### src/source/tap_types_pkg.sv
package tap_types_pkg;

  // --------------------
  // Geometry
  // --------------------
  localparam int R_DEPTH     = 16;                  // Weight registers.
  localparam int RATIO       = 4;                   // Weights per load word.
  localparam int W_DEPTH     = R_DEPTH / RATIO;     // Load words per full register.
  localparam int TAP_ADDR_W  = $clog2(R_DEPTH);
  localparam int WORD_ADDR_W = $clog2(W_DEPTH);

  // --------------------
  // Data types
  // --------------------
  typedef logic signed [15:0] weight_t;
  typedef logic signed [7:0]  pixel_t;
  typedef logic signed [31:0] acc_t;
  typedef logic signed [15:0] result_t;

  // Element 0 lands in the lowest tap of the addressed word.
  typedef weight_t [RATIO-1:0] load_word_t;

  // --------------------
  // Rounding
  // --------------------
  localparam int ROUND_SHIFT = 8;

  // Half an output LSB, added before the shift.
  localparam acc_t ROUND_HALF = 32'sd1 <<< (ROUND_SHIFT - 1);

  localparam acc_t RESULT_MAX = 32'sd32767;         // Largest result_t.
  localparam acc_t RESULT_MIN = -32'sd32768;        // Smallest result_t.

endpackage
### src/source/tap_ctrl_pkg.sv
package tap_ctrl_pkg;

  // --------------------
  // Commands
  // --------------------
  typedef enum logic [1:0] {
    OP_NOP      = 2'd0,
    OP_SET_TAPS = 2'd1,
    OP_LOAD     = 2'd2
  } opcode_t;

  typedef struct packed {
    opcode_t                               op;
    logic [tap_types_pkg::TAP_ADDR_W-1:0] arg;   // Tap count minus one.
  } cmd_t;

  // --------------------
  // Configuration
  // --------------------
  typedef struct packed {
    logic [tap_types_pkg::TAP_ADDR_W-1:0]  last_tap;
    logic [tap_types_pkg::WORD_ADDR_W-1:0] last_word;
  } tap_cfg_t;

endpackage

### src/source/tap_filter_top.sv
`timescale 1ns/10ps

module tap_filter_top (
  input  logic                      clk,
  input  logic                      rst_n,
  input  logic                      cmd_valid,
  input  tap_ctrl_pkg::cmd_t        cmd,
  input  tap_types_pkg::load_word_t load_data,
  input  logic                      pix_valid,
  input  tap_types_pkg::pixel_t     pixel,
  output logic                      result_valid,
  output tap_types_pkg::result_t    result
);

  import tap_types_pkg::*;
  import tap_ctrl_pkg::*;

  tap_cfg_t   cfg;
  logic       w_en;
  logic       w_restart;
  load_word_t load_word;
  logic       r_en;
  weight_t    head;
  logic       acc_valid;
  acc_t       acc;

  // --------------------
  // Control path
  // --------------------
  cmd_decode u_decode (
    .clk       (clk),
    .rst_n     (rst_n),
    .cmd_valid (cmd_valid),
    .cmd       (cmd),
    .cfg       (cfg),
    .w_en      (w_en),
    .w_restart (w_restart),
    .load_out  (load_word),
    .load_data (load_data)
  );

  cyclic_shift_reg u_weights (
    .clk       (clk),
    .rst_n     (rst_n),
    .w_en      (w_en),
    .w_restart (w_restart),
    .r_en      (r_en),
    .load_in   (load_word),
    .cfg       (cfg),
    .head      (head)
  );

  // --------------------
  // Data path
  // --------------------
  mac_execute u_execute (
    .clk       (clk),
    .rst_n     (rst_n),
    .pix_valid (pix_valid),
    .pixel     (pixel),
    .head      (head),
    .cfg       (cfg),
    .r_en      (r_en),
    .acc_valid (acc_valid),
    .acc       (acc)
  );

  result_round u_result (
    .clk          (clk),
    .rst_n        (rst_n),
    .acc_valid    (acc_valid),
    .acc          (acc),
    .result_valid (result_valid),
    .result       (result)
  );

endmodule

### src/source/result_round.sv
`timescale 1ns/10ps

module result_round (
  input  logic                   clk,
  input  logic                   rst_n,
  input  logic                   acc_valid,
  input  tap_types_pkg::acc_t    acc,
  output logic                   result_valid,
  output tap_types_pkg::result_t result
);

  import tap_types_pkg::*;

  acc_t    biased;
  acc_t    shifted;
  result_t clamped;

  // Round half up, then drop the fraction bits.
  assign biased  = acc + ROUND_HALF;
  assign shifted = biased >>> ROUND_SHIFT;

  // --------------------
  // Saturation
  // --------------------
  always_comb begin
    if (shifted > RESULT_MAX) begin
      clamped = result_t'(RESULT_MAX);
    end else if (shifted < RESULT_MIN) begin
      clamped = result_t'(RESULT_MIN);
    end else begin
      clamped = result_t'(shifted);
    end
  end

  always_ff @(posedge clk or negedge rst_n) begin
    if (!rst_n) begin
      result_valid <= 1'b0;
    end else begin
      result_valid <= acc_valid;
    end
  end

  always_ff @(posedge clk) begin
    if (acc_valid) begin
      result <= clamped;
    end
  end

endmodule

### src/source/mac_execute.sv
`timescale 1ns/10ps

module mac_execute (
  input  logic                   clk,
  input  logic                   rst_n,
  input  logic                   pix_valid,
  input  tap_types_pkg::pixel_t  pixel,
  input  tap_types_pkg::weight_t head,
  input  tap_ctrl_pkg::tap_cfg_t cfg,
  output logic                   r_en,
  output logic                   acc_valid,
  output tap_types_pkg::acc_t    acc
);

  import tap_types_pkg::*;

  logic [TAP_ADDR_W-1:0] tap_cnt;
  acc_t                  sum;
  acc_t                  product;
  acc_t                  sum_next;
  logic                  last_pix;

  assign r_en     = pix_valid;                          // One rotation per pixel.
  assign product  = acc_t'(pixel) * acc_t'(head);
  assign sum_next = sum + product;
  assign last_pix = pix_valid && (tap_cnt == cfg.last_tap);

  // --------------------
  // Tap counter and sum
  // --------------------
  always_ff @(posedge clk or negedge rst_n) begin
    if (!rst_n) begin
      tap_cnt   <= '0;
      sum       <= '0;
      acc_valid <= 1'b0;
    end else begin
      acc_valid <= last_pix;
      if (last_pix) begin
        tap_cnt <= '0;
        sum     <= '0;                                  // Next window starts clean.
      end else if (pix_valid) begin
        tap_cnt <= tap_cnt + 1'b1;
        sum     <= sum_next;
      end
    end
  end

  // Window total, including the closing product.
  always_ff @(posedge clk) begin
    if (last_pix) begin
      acc <= sum_next;
    end
  end

endmodule

### src/source/cyclic_shift_reg.sv
`timescale 1ns/10ps

module cyclic_shift_reg (
  input  logic                      clk,
  input  logic                      rst_n,
  input  logic                      w_en,
  input  logic                      w_restart,
  input  logic                      r_en,
  input  tap_types_pkg::load_word_t load_in,
  input  tap_ctrl_pkg::tap_cfg_t    cfg,
  output tap_types_pkg::weight_t    head
);

  import tap_types_pkg::*;

  weight_t [R_DEPTH-1:0]  regs;
  weight_t [R_DEPTH-1:0]  rot_next;
  logic    [R_DEPTH-1:0]  w_sel;
  logic [WORD_ADDR_W-1:0] w_addr;

  // --------------------
  // Write word address
  // --------------------
  always_ff @(posedge clk or negedge rst_n) begin
    if (!rst_n) begin
      w_addr <= '0;
    end else if (w_restart) begin
      w_addr <= '0;
    end else if (w_en) begin
      w_addr <= (w_addr == cfg.last_word) ? '0 : w_addr + 1'b1;
    end
  end

  // --------------------
  // Select and rotate
  // --------------------
  always_comb begin
    for (int r = 0; r < R_DEPTH; r++) begin
      w_sel[r] = w_en && (w_addr == WORD_ADDR_W'(r / RATIO));
      // The last active tap closes the ring back to the head.
      if (TAP_ADDR_W'(r) == cfg.last_tap) begin
        rot_next[r] = regs[0];
      end else begin
        rot_next[r] = regs[(r + 1) % R_DEPTH];
      end
    end
  end

  always_ff @(posedge clk or negedge rst_n) begin
    if (!rst_n) begin
      regs <= '0;
    end else begin
      for (int r = 0; r < R_DEPTH; r++) begin
        if (w_sel[r]) begin
          regs[r] <= load_in[r % RATIO];                // Write wins over rotate.
        end else if (r_en) begin
          regs[r] <= rot_next[r];
        end
      end
    end
  end

  assign head = regs[0];

endmodule

### src/source/cmd_decode.sv
`timescale 1ns/10ps

module cmd_decode (
  input  logic                      clk,
  input  logic                      rst_n,
  input  logic                      cmd_valid,
  input  tap_ctrl_pkg::cmd_t        cmd,
  output tap_ctrl_pkg::tap_cfg_t    cfg,
  output logic                      w_en,
  output logic                      w_restart,
  output tap_types_pkg::load_word_t load_out,
  input  tap_types_pkg::load_word_t load_data
);

  import tap_types_pkg::*;
  import tap_ctrl_pkg::*;

  logic set_taps;
  logic load_word;

  assign set_taps  = cmd_valid && (cmd.op == OP_SET_TAPS);
  assign load_word = cmd_valid && (cmd.op == OP_LOAD);

  // --------------------
  // Configuration and strobes
  // --------------------
  always_ff @(posedge clk or negedge rst_n) begin
    if (!rst_n) begin
      cfg       <= '0;                             // One tap, one word.
      w_en      <= 1'b0;
      w_restart <= 1'b0;
    end else begin
      w_en      <= load_word;
      w_restart <= set_taps;
      if (set_taps) begin
        cfg.last_tap  <= cmd.arg;
        cfg.last_word <= WORD_ADDR_W'(cmd.arg / RATIO);
      end
    end
  end

  // Load word rides along with w_en.
  always_ff @(posedge clk) begin
    if (load_word) begin
      load_out <= load_data;
    end
  end

endmodule

### config.mk
export PLATFORM = sky130hd
export DESIGN_NAME = tap_filter_top
export DESIGN_NICKNAME = d
export VERILOG_FILES = /design/src/source/tap_types_pkg.sv /design/src/source/tap_ctrl_pkg.sv /design/src/source/tap_filter_top.sv /design/src/source/result_round.sv /design/src/source/mac_execute.sv /design/src/source/cyclic_shift_reg.sv /design/src/source/cmd_decode.sv
export SDC_FILE = /design/constraint.sdc
export NUM_CORES = 1
export LEC_CHECK = 0
export BUFFER_PORTS_ARGS = -buffer_cell sky130_fd_sc_hd__buf_4
export CORE_MARGIN = 2
export CORE_UTILIZATION = 55
export DETAILED_ROUTE_END_ITERATION = 8
export GPL_TIMING_DRIVEN = 0
export PLACE_DENSITY = 0.69
export REMOVE_ABC_BUFFERS = 1
export SLEW_MARGIN = 0
export SYNTH_ARGS = -nofsm -noshare
export SYNTH_HDL_FRONTEND = slang
export SYNTH_SLANG_ARGS = --single-unit
export TNS_END_PERCENT = 30
### constraint.sdc
create_clock -name clk -period 10.3 [get_ports clk]
set_input_delay 2.575 -clock clk [delete_from_list [all_inputs] [get_ports clk]]
set_output_delay 2.575 -clock clk [all_outputs]
set_load 0.01 [all_outputs]
# == After elaboration in Yosys (flattened, before gate mapping) ==
# Index checks and enable logic that the tools add are counted.
# totals
register_bits,416
inputBits,82
output_inout_bits,17
wordCells,131
# classes
addsub,4
multipliers,1
magnitude_cmp,2
n_eq_ne,22
mux,55
reduce_logical,16
# op_table
cell,n
$mux W16,48
$mux W32,2
$add A32 B32 Y32,1
$add A32 B9 Y32 const B,1
$eq A4 B4 Y1 const A,7
$gt A24 B16 Y1 const B,1
$lt A24 B16 Y1 const B,1
$mul A8 B16 Y24,1
$eq A3 B4 Y1 const A,4
$reduce_bool A2 Y1,6
$eq A2 B4 Y1 const A,2
$mux W4,2
$logic_and A1 B1 Y1,7
$eq A2 B2 Y1 const B,3
$mux W2,3
$add A4 B1 Y4 const B,1
$eq A1 B4 Y1 const A,1
$eq A2 B1 Y1 const B,2
$eq A4 B4 Y1,1
$logic_not A4 Y1,1
$add A2 B1 Y2 const B,1
$eq A2 B2 Y1,1
$logic_not A2 Y1,1
$ne A2 B1 Y1 const B,1
$reduce_and A2 Y1,1

# == Longest topological paths before layout ==
# Gate-level depths: netlist (run 1).
# logic_depth
depth_word,4
depth_mapped,30
depth_no_buf,29

# == Hierarchy ==
# A second synthesis (run 1) with hierarchy kept.
# unflattened
hier_cells,2526
hier_area_um2,26962.1
# modules_own_cells
mod,instances,cells_each,area_per_inst_um2,seq_area_each_um2
cyclic_shift_reg,1,1450,14460.1,6456.2
mac_execute,1,852,9014.9,1886.8
cmd_decode,1,80,2178.3,2072.0
result_round,1,144,1308.8,505.5

# == Worst setup path after synthesis (run 1) ==
# No wires, ideal clock.
# synth_path
kind,input to register
start,in pixel[7]
end,reg u_execute.sum[29]
t_arrival_ns,8.843
t_required_ns,10.180
setup_slack_ns,1.337
cell_stages,28
path_cell_list,inv_1 -> buf_1 -> nor2_1 -> fa_1 -> fa_1 -> fa_1 -> inv_1 -> fa_1 -> inv_1 -> ha_1 -> a21oi_1 -> nand2_1 -> a31oi_1 -> nor2b_1 -> o221a_2 -> a221o_1 -> o41ai_2 -> xnor2_1 -> ha_1 -> a21o_1 -> a21o_1 -> a211oi_1 -> a31oi_1 -> a41oi_1 -> nor2b_1 -> o21bai_1 -> xor2_1 -> a31o_2
# synth_between
elab_chain_cells,4
# synth_lines
item,line,source
"start, declared",tap_filter_top.sv:10,"input tap_types_pkg::pixel_t pixel,"
$mul A8 B16 Y24,mac_execute.sv:24,assign product = acc_t'(pixel) * acc_t'(head);
$add A32 B32 Y32,mac_execute.sv:25,assign sum_next = sum + product;
named net u_execute.sum_next[29],mac_execute.sv:20,acc_t sum_next;
$mux W32,mac_execute.sv:41,end else if (pix_valid) begin
$mux W32,mac_execute.sv:38,if (last_pix) begin
"end signal, assigned",mac_execute.sv:43,sum <= sum_next;
"end, declared",mac_execute.sv:18,acc_t sum;
# The timed path passes the listed nets, and every way through them passes these cells. The select of a mux whose other input is x is not followed.
# A chain may end at the register's enable or synchronous reset.

# == Final worst setup path (run 1) ==
# Ends and elaborated chain as after synthesis.

==> results of run 1 <==
## worst min path at each step
stage	slack [ps]	endpoint	from	cells past startpoint
finish	440	u_weights.w_addr[0]$_DFFE_PN0P_	u_decode.w_restart$_DFF_PN0_	1
floorplan	400	u_weights.w_addr[0]$_DFFE_PN0P_	u_decode.w_restart$_DFF_PN0_	1
global route	460	u_weights.w_addr[0]$_DFFE_PN0P_	u_decode.w_restart$_DFF_PN0_	1
CTS	430	u_weights.w_addr[0]$_DFFE_PN0P_	u_decode.w_restart$_DFF_PN0_	1
global placement	430	u_weights.w_addr[0]$_DFFE_PN0P_	u_decode.w_restart$_DFF_PN0_	1
detailed placement	430	u_weights.w_addr[0]$_DFFE_PN0P_	u_decode.w_restart$_DFF_PN0_	1
## cell type report
type,instances,share of cell area [%]
Clock buffer,64,4.37
Timing Repair Buffer,123,4.70
Inverter,167,2.21
Tap cell,607,2.66
Multi-Input combinational cell,2025,48.0
Sequential cell,407,37.5
Clock inverter,17,0.530
## cell usage in the layout (no fill, tap or decap), types with 7 or more instances in the layout
master | netlist | final
a31o_2 | 8 | 8
nand2b_1 | 9 | 9
nand2_1 | 368 | 368
a21oi_1 | 264 | 264
o21ai_0 | 294 | 294
inv_1 | 166 | 166
edfxtp_1 | 105 | 105
clkbuf_16 | 0 | 46
and2_1 | 98 | 94
clkbuf_1 | 155 | 15
buf_16 | 0 | 15
xnor2_1 | 41 | 41
mux2i_1 | 242 | 242
clkinv_2 | 0 | 9
buf_12 | 0 | 7
buf_4 | 0 | 97
fa_1 | 104 | 104
nor2b_1 | 12 | 12
nor2_1 | 286 | 282
dfrtp_1 | 302 | 302
ha_1 | 84 | 84
a21o_1 | 19 | 19
a31oi_1 | 25 | 25
and3_1 | 11 | 11
nand3_1 | 21 | 21
xor2_1 | 37 | 37
## cells by family after synthesis
family,after synthesis
and+or+nand+nor,840
xor gates and xnor gates,78
adders and majority gates,188
DFF,407
muxes,246
buffers and inverters,354
AOI/OAI and AO/OA,673
## registers in the layout, summed over array words and instances (netlist names)
signal / count
u_weights.regs: 240
u_decode.load_out: 64
u_execute.sum: 32
u_execute.acc: 25
u_result.result: 16
u_weights.head: 16
u_decode.cfg: 4
u_execute.tap_cnt: 4
u_weights.w_addr: 2
u_decode.w_en: 1
u_decode.w_restart: 1
u_execute.acc_valid: 1
u_result.result_valid: 1
## per-layer routing
layer / up-vias / routed length, um
li1: 9356 / -
met1: 9597 / 26100
met3: 115 / 2510
met2: 463 / 30000
met5: - / 0
met4: 0 / 1700
## metrics by stage
step	utilization, %	TNS [ps]	hold slack, ps	worst slack (ps)	cell area, um2
floorplan	-	-196530	400	-3140	25000
global placement	57.0	-1319370	426	-9020	26400
detailed placement	58.6	0	430	351	27100
CTS	61.6	0	429	964	28500
global route	61.6	0	457	416	28500
finish	61.6	0	435	990	28500
==> metrics, run 1 <==
final WL ~60,000 um; Die Width approximately 220 um; DIE AREA a little under 50,000 um2; Post-Synth Adder-Cell Area ~12%; Multi-input gate area about 14,000 um2; post-synthesis simple-gate area fraction 14.1%; Slew Viols, Final 0; area grow syn2layout 11.2%; CP required around 11,000 ps; GRT Util Overall 25.5%; Synth Area in XOR/XNOR around 2.7%; Via density approximately 5.7; CP Launch Type primary input; Remaining DRCs 0; Yosys cell types 65; top cells by count, synth 368 x nand2_1, 302 x dfrtp_1, 294 x o21ai_0, 286 x nor2_1, 264 x a21oi_1; cts hold-fix bufs 0; Synth Register Bits just over 400; largest area contributor in the netlist dfrtp_1; FMAX 107 MHz; CP startpoint pixel[7]; ANT nets after route 0; Bufs on Longest Clock Path 3; port bufs just under 100; initial antenna violation count 0; WP buf/inv 4; die height 220 um; Crit path largest cell delay roughly 540 ps; Cell Rows 79; final period utilization 90.4%; status finished, final reports clean; IO Count about 100; sequential element share of the synthesized area a little over two fifths; Nets 3,038; number of global-route vias before repair approximately 19,000; CP Capture Type flop; Rel. slew slack between 20% and 30%; R2R Path Start u_weights.head[3]$_DFFE_PN0P_; Clk Latency, worst-skew pair about 600 ps; Worst path most repeated cell fa_1; largest family of logic cells by synthesized area compound AO/OA/AOI/OAI gates; non-filler instance count after layout roughly 3,400; global route hottest layer met2; Critical R2R Capture u_execute.sum[29]$_DFFE_PN0P_; Synth top area share 29.4%; Worst Setup Path Type primary input to flop; Crit-path slowest cell fa_1; drt pass-1 iters 5; initial drt markers between 1,000 and 1,500; Worst R2R Path Depth 27; Setup crit end u_execute.sum[29]$_DFFE_PN0P_; multiplexer share of the synthesized area 9.61%; cts repair resizes 0; r2r setup slk between 2000 and 3000 ps; via count a little under 20,000; RePlAce Congestion around 0.84; pin count of the biggest net entering global routing 151; first-pass GRT wire length slightly below 100,000 um; Syn Inst Count 2,786; syn_area_per_cell 9.22 um2; Num CTS Buffers 44; Slew @ Worst Pin 1190 ps; yosys warns 0; initial core utilization a little under three fifths; CTS Root Cell clkbuf_16; Compound-Gate Fraction of Synth Area 14.4%; Post CTS Setup Buffer Count 0; GRT overflow 0; HP Class flop to flop; wire per inst between 15 and 20 um; Antenna Diode Count 0; CTS tree done; Main synth FF type dfrtp_1; Final HPWL DP between 40,000 and 50,000 um; global-route track usage on met3 3.33%; CP Depth 28; most common cell in the netlist nand2_1; Sink Count roughly 410; clock-pin transition on the worst setup and hold timing paths about 60 ps; register area approximately 11,000 um2; GRT met1 Usage about a third; RSZ-0062 raised after global routing no; critical path arrival 9780 ps; Min Clock Period, post-route 9310 ps; Final Hold Viols 0; max-cap viol count 0; Post-synth EDFFs around 110; CP max FO 15; placeable core area ~46,000 um2; Cells after DPL between 3,000 and 4,000; asr flop ratio synth 74.2%; Synth Cell Area approximately 26,000 um2; CP top delay family adder cells; FILL cells approximately 3,800; met2 GRT Util 44.2%; CTS H-tree lvls 2; Final Setup Violations 0; top post-synthesis cells by area dfrtp_1 29%, edfxtp_1 12%, mux2i_1 9.4%; Clock Skews 21.2 ps; layout cells sized above 1 between 8 and 9%
Power of run 1 is left out: the tool's default activity adds up to more than one toggle a clock period on the data nets, which glitch-free logic cannot reach.
==> run 2, diff against run 1 <==
--- a/config.mk
+++ b/config.mk
@@ -15,5 +15,6 @@
 export SLEW_MARGIN = 0
 export SYNTH_ARGS = -nofsm -noshare
 export SYNTH_HDL_FRONTEND = slang
+export SYNTH_HIERARCHICAL = 1
 export SYNTH_SLANG_ARGS = --single-unit
 export TNS_END_PERCENT = 30
==> run 2 against run 1 <==
Die area up 4.1%; count of clock-buffer cells in the layout decreased by 9; worst setup slack improved by 1700 ps; sequential cell count did not move; synthesized cell count shrank 9.6%.
==> metrics, run 2 <==
CTS tree done; most frequent cells in the layout 302 x dfrtp_1, 248 x a21oi_1, 243 x mux2i_1; Clock Skews 18.3 ps (-2.88 ps); port bufs 98 (unchanged); Die Width 225 um (+2.0%); initial antenna violation count 0 (unchanged); Synth Cell Area 26,800 um2 (+4.2%); Nets 2,807 (-7.6%); RSZ-0062 raised after global routing no; Sink Count 407 (unchanged); final period utilization 74.3% (-16 points); first-pass GRT wire length 106,000 um (+7.6%); die height 225 um (+2.0%); Cell Rows 80 (+1.3%); clock-pin transition on the worst setup and hold timing paths 60 ps (about the same); most common cell after layout, fill and taps aside dfrtp_1; wire per inst 21.0 um (+19%); RePlAce Congestion 0.867 (+2.7%); R2R Path Start u_weights/head[15]$_DFFE_PN0P_; Worst Setup Path Type primary input to flop; DIE AREA 50,400 um2 (+4.1%); Slew Viols, Final 0 (unchanged); GRT Util Overall 26.5% (+1.0 points); pin count of the biggest net entering global routing 157 (+4.0%); Num CTS Buffers 46 (+4.5%); CP startpoint pixel[0]; Final Setup Violations 0 (unchanged); Post CTS Setup Buffer Count 0 (unchanged); DR top layer met4; FMAX 131 MHz (+22%); Clk Latency, worst-skew pair 590 ps (about the same); IO Count 99 (unchanged); WHS 486 ps (+50.4 ps); area grow syn2layout 9.30%; Rel. slew slack 7.86% (-13 points); cts repair resizes 0 (unchanged); Worst R2R Path Depth 16 (-41%); wire length on met1 28,700 um (+10%); ANT nets after route 0 (unchanged); via count 19,300 (-1.2%); Final Hold Viols 0 (unchanged); Placement Cell Area 27,800 um2 (+2.4%); r2r setup slk 3970 ps (+1470 ps); max-cap viol count 0 (unchanged); Syn Inst Count 2,519 (-9.6%); top flop regs u_weights/regs (240), u_decode/load_out (64), u_execute/sum (32); CP Capture Type flop; status finished, final reports clean; initial core utilization 55.9% (+0.51 points); drt pass-1 iters 6 (+1); syn_area_per_cell 10.6 um2 (+15%); critical path arrival 8110 ps (-1670 ps); GRT overflow 0 (unchanged); Critical R2R Capture u_execute/sum[31]$_DFFE_PN0P_; CP Launch Type primary input; initial drt markers 1,566 (+20%); final core utilization 61.1% (-0.47 points); Design Area, Final 29,200 um2 (+2.4%); CTS H-tree lvls 2 (unchanged); layout cells sized above 1 10.6% (+2.3 points); CTS Root Cell clkbuf_16; HP Class flop to flop; Slew @ Worst Pin 1380 ps (+193 ps); Final HPWL DP 43,600 um (+7.2%); number of global-route vias before repair 19,500 (+2.0%); Via density 6.15 (+7.3%); met2 routed WL 31,200 um (+4.1%); Top reg by flops u_weights/regs; CP required 10,760 ps (about the same); Bufs on Longest Clock Path 3 (unchanged); yosys warns 6 (+6); Remaining DRCs 0 (unchanged); CP max FO 17 (+2); Antenna Diode Count 0 (unchanged); Setup crit end u_execute/sum[31]$_DFFE_PN0P_; Setup Total Neg Slack 0 ps (unchanged); max reg flops 240 (unchanged); cts hold-fix bufs 0 (unchanged); final WL 65,900 um (+9.5%); WL met3 3540 um (+41%); placeable core area 47,800 um2 (+3.2%); Min Clock Period, post-route 7650 ps (-1660 ps)
==> run 2: cell types whose count changed in the layout (fill, tap and decap cells not counted), moves of 14 or more <==
cell       before  now
o21ai_0       294   38
nand2_1       368  125
o22ai_1         2  238
nor2_1        282   84
nor2b_1        12  170
fa_1          104  160
inv_1         166  136
a31oi_1        25    6
and2_1         94   75
a21oi_1       264  248
a2bb2oi_1       0   15
xor2_1         37   22
o211ai_1        6   20
==> run 2: routing by layer <==
layer,up-vias,global-route usage (%)
li1,8811,-
met1,9710,36.5
met2,636,43.0
met3,147,3.28
met4,0,10.9
met5,-,0
==> run 2: metrics by stage <==
step                      cells  setup slack [ps]
after detailed placement   3056              2010
final                      3141              2650
after global placement     3022              2050
after global routing       3141              2340
after floorplan            2309              2900
after CTS                  3141              2620
==> run 2: worst min path at each step <==
stage,depth (start not counted),slack [ps],start,to
floorplan,1,440,u_decode/w_restart$_DFF_PN0_,u_weights/w_addr[1]$_DFFE_PN0P_
global placement,1,470,u_decode/w_restart$_DFF_PN0_,u_weights/w_addr[1]$_DFFE_PN0P_
detailed placement,1,480,u_decode/w_restart$_DFF_PN0_,u_weights/w_addr[1]$_DFFE_PN0P_
CTS,1,490,u_decode/w_restart$_DFF_PN0_,u_weights/w_addr[1]$_DFFE_PN0P_
global route,1,520,u_decode/w_restart$_DFF_PN0_,u_weights/w_addr[1]$_DFFE_PN0P_
finish,1,490,u_decode/w_restart$_DFF_PN0_,u_weights/w_addr[1]$_DFFE_PN0P_
==> run 2: worst max-delay path, stage by stage <==
cell,delay (ps)
buf_4,200
and2_1,950
fa_1,590
inv_1,90
fa_1,440
fa_1,550
inv_1,50
fa_1,430
ha_1,290
ha_1,350
o21a_1,240
a211o_1,310
a311oi_2,240
o21bai_1,110
a31o_1,240
xnor2_2,190
a22o_1,220
==> run 2: final cells by class <==
| type | instances | area, um2 |
|---|---|---|
| Multi-Input combinational cell | 1764 | 14400 |
| Sequential cell | 407 | 10700 |
| Fill cell | 3921 | 18600 |
| Clock buffer | 55 | 1210 |
| Inverter | 138 | 526 |
| Timing Repair Buffer | 132 | 1400 |
| Clock inverter | 30 | 233 |
| Tap cell | 615 | 769 |
Power of run 2 is left out for the same reason.
